`src/design/nsc_cmd_cfg.svh`:
```
`ifndef NSC_CMD_CFG_SVH
`define NSC_CMD_CFG_SVH

// controller register map
`define NSC_BASE          32'h43C0_0000
`define NSC_SP_OFS        32'h0000_4000  // parameter page
`define NSC_CC_OFS        32'h0000_3000  // command control

// flag words in system memory
`define NSC_FLAG_COMPLETE 32'h1700_0000
`define NSC_FLAG_STATUS   32'h1700_0100
`define NSC_FLAG_ERROR    32'h1700_0200

// opcodes
`define NSC_OP_TRIGGER    32'h0000_01A4
`define NSC_OP_CHECK      32'h0000_0130
`define NSC_OP_TRANSFER   32'h0000_0338

`define NSC_WAY_ROW       32'h0000_0100  // same value for way and row
`define NSC_DONE_FLAG     32'h0000_0001

// data buffers
`define NSC_BUF_ADDR      32'h4581_0000
`define NSC_ECC_ADDR      32'h4580_0100

// writes per phase
`define NSC_TRIG_LEN      4
`define NSC_CHECK_LEN     5
`define NSC_XFER_LEN      7

`define NSC_IDX_W         3

`endif
```
`src/design/nsc_cmd_pkg.sv`:
```
package nsc_cmd_pkg;

  // phase of one command round
  typedef enum logic [1:0] {
    PH_IDLE     = 2'd0,
    PH_TRIGGER  = 2'd1,
    PH_CHECK    = 2'd2,
    PH_TRANSFER = 2'd3
  } nsc_phase_e;

  // one single-word register write
  typedef struct packed {
    logic [31:0] addr;
    logic [31:0] data;
  } cmd_entry_t;

  typedef struct packed {
    logic        valid;
    logic [31:0] addr;
  } aw_req_t;          // write address, master to slave

  typedef struct packed {
    logic        valid;
    logic [31:0] data;
  } w_req_t;           // write data, master to slave

  typedef struct packed {
    logic       valid;
    logic [1:0] resp;  // 2'b00 is OKAY
  } b_rsp_t;

endpackage

```
`src/design/nsc_cmd_top.sv`:
```
`timescale 1ns/1ps
`include "nsc_cmd_cfg.svh"

module nsc_cmd_top (
  input  logic                  ACLK,
  input  logic                  ARESETN,
  output nsc_cmd_pkg::aw_req_t  aw,
  input  logic                  awready,
  output nsc_cmd_pkg::w_req_t   w,
  input  logic                  wready,
  input  nsc_cmd_pkg::b_rsp_t   b,
  output logic                  bready,
  output logic                  round_done
);

  nsc_cmd_pkg::nsc_phase_e phase;
  logic [`NSC_IDX_W-1:0]   idx;
  nsc_cmd_pkg::cmd_entry_t entry;    // table lookup
  logic                    last;
  nsc_cmd_pkg::cmd_entry_t req;      // write handed to the master
  logic                    req_valid;
  logic                    wr_done;
  logic                    wr_ok;

  nsc_phase_seq u_seq (
    .ACLK       (ACLK),
    .ARESETN    (ARESETN),
    .phase      (phase),
    .idx        (idx),
    .entry      (entry),
    .last       (last),
    .req        (req),
    .req_valid  (req_valid),
    .wr_done    (wr_done),
    .wr_ok      (wr_ok),
    .round_done (round_done)
  );

  nsc_cmd_table u_table (
    .phase (phase),
    .idx   (idx),
    .entry (entry),
    .last  (last)
  );

  axi_wr_master u_wr (
    .ACLK      (ACLK),
    .ARESETN   (ARESETN),
    .req       (req),
    .req_valid (req_valid),
    .aw        (aw),
    .awready   (awready),
    .w         (w),
    .wready    (wready),
    .b         (b),
    .bready    (bready),
    .wr_done   (wr_done),
    .wr_ok     (wr_ok)
  );

endmodule

```
`src/design/axi_wr_master.sv`:
```
`timescale 1ns/1ps

module axi_wr_master (
  input  logic                     ACLK,
  input  logic                     ARESETN,
  input  nsc_cmd_pkg::cmd_entry_t  req,
  input  logic                     req_valid,
  output nsc_cmd_pkg::aw_req_t     aw,
  input  logic                     awready,
  output nsc_cmd_pkg::w_req_t      w,
  input  logic                     wready,
  input  nsc_cmd_pkg::b_rsp_t      b,
  output logic                     bready,
  output logic                     wr_done,
  output logic                     wr_ok
);

  localparam logic [1:0] RESP_OKAY = 2'b00;

  typedef enum logic [1:0] {
    ST_IDLE = 2'd0,
    ST_ADDR = 2'd1,  // aw.valid up
    ST_DATA = 2'd2,  // w.valid up
    ST_RESP = 2'd3   // bready up
  } wr_state_e;

  wr_state_e               state;
  nsc_cmd_pkg::cmd_entry_t req_q;  // latched write

  always_ff @(posedge ACLK or posedge ARESETN) begin
    if (ARESETN) begin
      state <= ST_IDLE;
    end else begin
      case (state)
        ST_IDLE: if (req_valid) state <= ST_ADDR;
        ST_ADDR: if (awready) state <= ST_DATA;
        ST_DATA: if (wready) state <= ST_RESP;
        default: if (b.valid) state <= ST_IDLE;
      endcase
    end
  end

  always_ff @(posedge ACLK) begin
    if (state == ST_IDLE && req_valid) begin
      req_q <= req;
    end
  end

  // payload comes straight from the latch, so it holds while stalled
  assign aw.valid = (state == ST_ADDR);
  assign aw.addr  = req_q.addr;
  assign w.valid  = (state == ST_DATA);
  assign w.data   = req_q.data;
  assign bready   = (state == ST_RESP);

  assign wr_done = bready && b.valid;                // B transfer
  assign wr_ok   = wr_done && (b.resp == RESP_OKAY);

  aw_stall_hold: assert property (@(posedge ACLK) disable iff (ARESETN)
    aw.valid && !awready |=> aw.valid && $stable(aw.addr));
  w_stall_hold: assert property (@(posedge ACLK) disable iff (ARESETN)
    w.valid && !wready |=> w.valid && $stable(w.data));

endmodule

```
`src/design/nsc_phase_seq.sv`:
```
`timescale 1ns/1ps
`include "nsc_cmd_cfg.svh"

module nsc_phase_seq (
  input  logic                     ACLK,
  input  logic                     ARESETN,
  output nsc_cmd_pkg::nsc_phase_e  phase,
  output logic [`NSC_IDX_W-1:0]    idx,
  input  nsc_cmd_pkg::cmd_entry_t  entry,
  input  logic                     last,
  output nsc_cmd_pkg::cmd_entry_t  req,
  output logic                     req_valid,
  input  logic                     wr_done,
  input  logic                     wr_ok,
  output logic                     round_done
);

  nsc_cmd_pkg::nsc_phase_e phase_q;
  logic [`NSC_IDX_W-1:0]   idx_q;
  logic                    last_q;   // entry in flight closes its phase
  logic                    issue;
  logic                    wr_out;   // write outstanding at the master

  // phase and idx point at the entry to issue next, so the table
  // answers in the same cycle as the response
  always_comb begin
    phase = phase_q;
    idx   = idx_q;
    issue = 1'b0;
    if (phase_q == nsc_cmd_pkg::PH_IDLE) begin
      phase = nsc_cmd_pkg::PH_TRIGGER;  // new round
      idx   = '0;
      issue = 1'b1;
    end else if (wr_done) begin
      issue = 1'b1;                     // error response reissues as is
      if (wr_ok && !last_q) begin
        idx = idx_q + 1'b1;
      end else if (wr_ok) begin
        idx = '0;
        case (phase_q)
          nsc_cmd_pkg::PH_TRIGGER: phase = nsc_cmd_pkg::PH_CHECK;
          nsc_cmd_pkg::PH_CHECK:   phase = nsc_cmd_pkg::PH_TRANSFER;
          default: begin
            phase = nsc_cmd_pkg::PH_IDLE;  // one idle cycle between rounds
            issue = 1'b0;
          end
        endcase
      end
    end
  end

  always_ff @(posedge ACLK or posedge ARESETN) begin
    if (ARESETN) begin
      phase_q    <= nsc_cmd_pkg::PH_IDLE;
      idx_q      <= '0;
      req_valid  <= 1'b0;
      round_done <= 1'b0;
      wr_out     <= 1'b0;
    end else begin
      phase_q    <= phase;
      idx_q      <= idx;
      req_valid  <= issue;
      round_done <= wr_done && wr_ok && last_q && (phase_q == nsc_cmd_pkg::PH_TRANSFER);
      if (req_valid) begin
        wr_out <= 1'b1;
      end else if (wr_done) begin
        wr_out <= 1'b0;
      end
    end
  end

  always_ff @(posedge ACLK) begin
    if (issue) begin
      req    <= entry;
      last_q <= last;
    end
  end

  // one transaction at a time between sequencer and master
  no_req_in_flight: assert property (@(posedge ACLK) disable iff (ARESETN)
    req_valid |-> !wr_out);
  done_needs_req: assert property (@(posedge ACLK) disable iff (ARESETN)
    wr_done |-> wr_out);

endmodule

```
`src/design/nsc_cmd_table.sv`:
```
`timescale 1ns/1ps
`include "nsc_cmd_cfg.svh"

module nsc_cmd_table (
  input  nsc_cmd_pkg::nsc_phase_e  phase,
  input  logic [`NSC_IDX_W-1:0]    idx,
  output nsc_cmd_pkg::cmd_entry_t  entry,
  output logic                     last
);

  localparam logic [31:0] SP_ADDR = `NSC_BASE + `NSC_SP_OFS;
  localparam logic [31:0] CC_ADDR = `NSC_BASE + `NSC_CC_OFS;

  logic [`NSC_IDX_W-1:0] final_idx;  // index of the closing write

  always_comb begin
    entry = '0;
    case (phase)
      nsc_cmd_pkg::PH_TRIGGER: begin
        case (int'(idx))
          0:       entry = '{addr: SP_ADDR,         data: `NSC_OP_TRIGGER};
          1:       entry = '{addr: SP_ADDR + 32'd4, data: `NSC_WAY_ROW};   // way
          2:       entry = '{addr: SP_ADDR + 32'd8, data: `NSC_WAY_ROW};   // row
          default: entry = '{addr: CC_ADDR,         data: `NSC_DONE_FLAG};
        endcase
      end
      nsc_cmd_pkg::PH_CHECK: begin
        case (int'(idx))
          0:       entry = '{addr: SP_ADDR,         data: `NSC_OP_CHECK};
          1:       entry = '{addr: SP_ADDR + 32'd4, data: `NSC_WAY_ROW};
          2:       entry = '{addr: SP_ADDR + 32'd8, data: `NSC_FLAG_STATUS}; // report pointer
          3:       entry = '{addr: `NSC_FLAG_STATUS, data: 32'h0};           // clear old report
          default: entry = '{addr: CC_ADDR,         data: `NSC_DONE_FLAG};
        endcase
      end
      nsc_cmd_pkg::PH_TRANSFER: begin
        case (int'(idx))
          0:       entry = '{addr: SP_ADDR,          data: `NSC_OP_TRANSFER};
          1:       entry = '{addr: SP_ADDR + 32'd4,  data: `NSC_WAY_ROW};
          2:       entry = '{addr: SP_ADDR + 32'd8,  data: `NSC_WAY_ROW};
          3:       entry = '{addr: SP_ADDR + 32'd12, data: `NSC_BUF_ADDR};
          4:       entry = '{addr: SP_ADDR + 32'd16, data: `NSC_ECC_ADDR};
          5:       entry = '{addr: SP_ADDR + 32'd20, data: `NSC_FLAG_ERROR};
          default: entry = '{addr: SP_ADDR + 32'd24, data: `NSC_FLAG_COMPLETE};
        endcase
      end
      default: entry = '0;  // idle issues nothing
    endcase
  end

  always_comb begin
    case (phase)
      nsc_cmd_pkg::PH_TRIGGER:  final_idx = `NSC_IDX_W'(`NSC_TRIG_LEN - 1);
      nsc_cmd_pkg::PH_CHECK:    final_idx = `NSC_IDX_W'(`NSC_CHECK_LEN - 1);
      nsc_cmd_pkg::PH_TRANSFER: final_idx = `NSC_IDX_W'(`NSC_XFER_LEN - 1);
      default:                  final_idx = '0;
    endcase
  end

  assign last = (phase != nsc_cmd_pkg::PH_IDLE) && (idx == final_idx);

  // the sequencer must wrap to the next phase at the closing write
  always_comb begin
    idx_in_range: assert (idx <= final_idx)
      else $error("nsc_cmd_table: index %0d past end of phase %0d", idx, phase);
  end

endmodule

```
`config.mk`:
```
export PLATFORM = sky130hd
export DESIGN_NAME = nsc_cmd_top
export DESIGN_NICKNAME = d
export VERILOG_FILES = /design/src/design/nsc_cmd_pkg.sv /design/src/design/nsc_cmd_top.sv /design/src/design/axi_wr_master.sv /design/src/design/nsc_phase_seq.sv /design/src/design/nsc_cmd_table.sv
export VERILOG_INCLUDE_DIRS = /design/src /design/src/design
export SDC_FILE = /design/constraint.sdc
export NUM_CORES = 1
export LEC_CHECK = 0
export ABC_AREA = 0
export BUFFER_PORTS_ARGS = -buffer_cell sky130_fd_sc_hd__clkbuf_2
export CAP_MARGIN = 25
export CORE_UTILIZATION = 50
export DETAILED_ROUTE_END_ITERATION = 12
export PLACE_DENSITY = 0.8
export SYNTH_ARGS = -nofsm -noshare
export SYNTH_HDL_FRONTEND = slang
export SYNTH_HIERARCHICAL = 1
export SYNTH_SLANG_ARGS = --single-unit
```
`constraint.sdc`:
```
create_clock -name ACLK -period 4.01 [get_ports ACLK]
set_input_delay 0 -clock ACLK [delete_from_list [all_inputs] [get_ports ACLK]]
set_output_delay 0 -clock ACLK [all_outputs]
set_load 0.1 [all_outputs]
```
==> qor.yml <==
run_status:
  status: "finished clean"
sta:
  layout_min_cycle_time_ns: 3.44
  finalHoldViolCount: 0
  max_freq_ghz: 0.290
  worst_slew_pin_slew_ns: 0.868
  period_share_pct: 85.9
  worst_slack_ns: 0.566
  rsz0062_at_grt: "no"
  maxSlewViolCount: 0
  relSlewSlack_pct: 42.1
  setup_viol: 0
  final.setup_skew_ns: 0.00777
  setup_tns_ns: 0
yosys:
  syn_inst: 284
  yosysUniqueCellTypes: 40
  seq_area_frac_synth_pct: 80.6
  synth.largest_area_cell: "edfxtp_1"
  synth_top_area_share_pct: 76.1
  async_flop_share_pct: 6.52
  syn_area_mm2: 0.00509
  avgSynthCellArea_um2: 17.9
  synth_most_common_cell: "edfxtp_1"
  synth_top_flop_cell: "edfxtp_1"
  ys_seq_elements: 138
  synth_edf_count: 129
  yosys_warnings: 6
  netlist_top_cells_count: "edfxtp_1 (129), buf_4 (46), nor2_1 (13)"
  yosys-top-cells-area: "edfxtp_1 (76%), buf_4 (6.8%), dfrtp_1 (4.4%)"
place:
  gp_congestion: 0.859
  dpl_cell_area_mm2: 0.00540
  dp_hpwl_mm: 4.28
  dpl_worst_slack_ns: 1.03
  io_buffer_count: 74
worst_hold_path:
  hp-class: "in -> reg"
global_route:
  overflow: 0
  grt_max_degree: 67
  antenna_found_initial: 0
  grt_pass1_vias: 2229
  grt_usage_pct: 14.3
  grt_first_pass_wirelength_mm: 10.7
pwr:
  p_leak_uw: 0.00234
  ir_drop_mv: 0.371
  cellPowerDensity_mw_per_mm2: 801
  power_uw: 4890
finish:
  final_area_mm2: 0.00611
  finalNetCount: 388
  regArea_mm2: 0.00410
  final.fill_count: 726
  fin_util_pct: 62.2
  n_antenna_cell: 0
  multi_input_area_um2: 691
  area_growth_pct: 20.1
  drive_gt1_share_pct: 29.9
clock_tree:
  cts_max_level: 4
  postCtsSetupBuffers: 0
  cts_buffer_depth: 2
  insertion_delay_ns: 0.50
  cts_sinks: 138
  clk_pin_slew_ns: 0.06
  cts_tree: "done"
  cts_buffers: 17
  cts-root-buf: "clkbuf_8"
detailed_routing:
  drc: 0
  viasPerCell: 4.53
  wirelength_mm: 6.95
  dr_total_vias: 2348
  wire_per_inst_um: 13.4
  drt_iter0_drc: 173
  firstDrtPassIters: 5
  ant_nets: 0
critical_path:
  cp_data_required_time_ns: 4.29
  rrSetupSlack_ns: 0.57
  worstPathMaxFanout: 8
  arrival_ns: 3.72
  worstSetupPathType: "reg -> reg"
  critPathCaptureType: "register"
  critPathLaunchType: "register"
floorplan:
  die_y_um: 103
  start_util_pct: 51.8
  core-area_mm2: 0.00982
  die_w_um: 103
  dieArea_mm2: 0.0106
  top_level_ports: 75
  row_count: 36
flow_run:
  max_cap_viol_count: 0
==> through the flow <==
step	cells	hold slack, ns
global route	518	0.0673
floorplan	318	-0.259
finish	518	0.0380
global placement	479	-0.149
detailed placement	479	-0.139
CTS	518	0.0104
==> final timing paths <==
path	from	cells after the start	end
min in group asynchronous	ARESETN	4	u_wr/state[1]$_DFFE_PP0P_
hold reg to reg	u_seq/req[28]$_DFFE_PP_	0	u_wr/w[28]$_DFFE_PP_
setup / recovery	u_wr/state[1]$_DFFE_PP0P_	9	u_seq/req[40]$_DFFE_PP_
setup reg to reg	u_wr/state[1]$_DFFE_PP0P_	9	u_seq/req[40]$_DFFE_PP_
max in group asynchronous	ARESETN	4	u_seq/phase_q[0]$_DFF_PP0_
hold / removal	b[2]	4	u_seq/round_done$_DFF_PP0_
==> cell type report <==
cell class                      count  share of cell area [%]
Clock buffer                       19                    6.90
Tap cell                          133                    2.72
Timing Repair Buffer               86                    7.82
Inverter                           10                   0.615
Sequential cell                   138                    67.1
Multi-Input combinational cell    119                    11.3
Clock inverter                     13                    3.52
==> flip-flops by register name, summed over array words and instances (netlist names) <==
signal,cells
u_seq/req_valid,1
u_seq/phase_q,2
u_seq/round_done,1
u_wr/state,2
u_seq/req,64
u_wr/w,32
u_wr/aw,32
u_seq/idx_q,3
u_seq/last_q,1
==> where the power goes <==
| group | leakage [µW] | internal, µW | switching [µW] |
|---|---|---|---|
| combinational | 0.000754 | 197 | 961 |
| sequential | 0.00127 | 2000 | 90.2 |
| clock | 0.000307 | 1080 | 570 |
==> cells by family after synthesis <==
logic type / after synthesis / synth area share [%]
compound gates: 20 / 2.41
mux: 3 / 0.615
buf+inv: 61 / 8.51
fa+ha+maj: 9 / 2.21
flops: 138 / 80.6
other cells: 1 / 0.0737
xor+xnor: 2 / 0.344
simple gates: 50 / 5.26
==> repair_timing <==
action | 4_1_cts | 5_1_grt
hold buffers | 7 | 0
endpoints found under the hold margin | 11 | 0
resized for setup | 0 | 0
==> worst max-delay path, cell delays in order (launching register included) <==
cell and delay (ns):
dfrtp_1 0.41, ha_1 0.20, and2_1 0.21, nor3b_1 0.44, dlygate4sd3_1 0.63, nand3_1 0.16
mux2i_1 0.16, nor2_1 0.40, inv_1 0.22, nor3_1 0.39
==> layout by cell type (no fill, tap or decap), types with 2 or more instances in the layout <==
| cell type | Yosys | layout |
|---|---|---|
| a21oi_1 | 7 | 7 |
| and2_1 | 2 | 2 |
| buf_4 | 46 | 5 |
| bufinv_16 | 0 | 5 |
| clkbuf_1 | 0 | 2 |
| clkbuf_16 | 0 | 16 |
| clkbuf_2 | 0 | 74 |
| clkinv_4 | 0 | 3 |
| conb_1 | 1 | 35 |
| dfrtp_1 | 9 | 9 |
| dlygate4sd3_1 | 0 | 7 |
| edfxtp_1 | 129 | 129 |
| ha_1 | 9 | 9 |
| inv_1 | 10 | 10 |
| inv_6 | 0 | 3 |
| mux2i_1 | 2 | 2 |
| nand2_1 | 11 | 11 |
| nand3_1 | 3 | 3 |
| nor2_1 | 13 | 13 |
| nor2b_1 | 2 | 2 |
| nor3_1 | 4 | 4 |
| o21ai_0 | 3 | 3 |
| o21ai_1 | 2 | 2 |
| or2_1 | 3 | 3 |
| xor2_1 | 2 | 2 |
==> metal layers <==
metal	GRT usage (%)	routed length, µm	vias to the layer above
li1	-	-	1134
met2	24.1	3680	68
met1	16.2	2850	1139
met5	0	0	-
met4	6.83	72	0
met3	5.42	336	7
(Power assumes the default switching activity.)
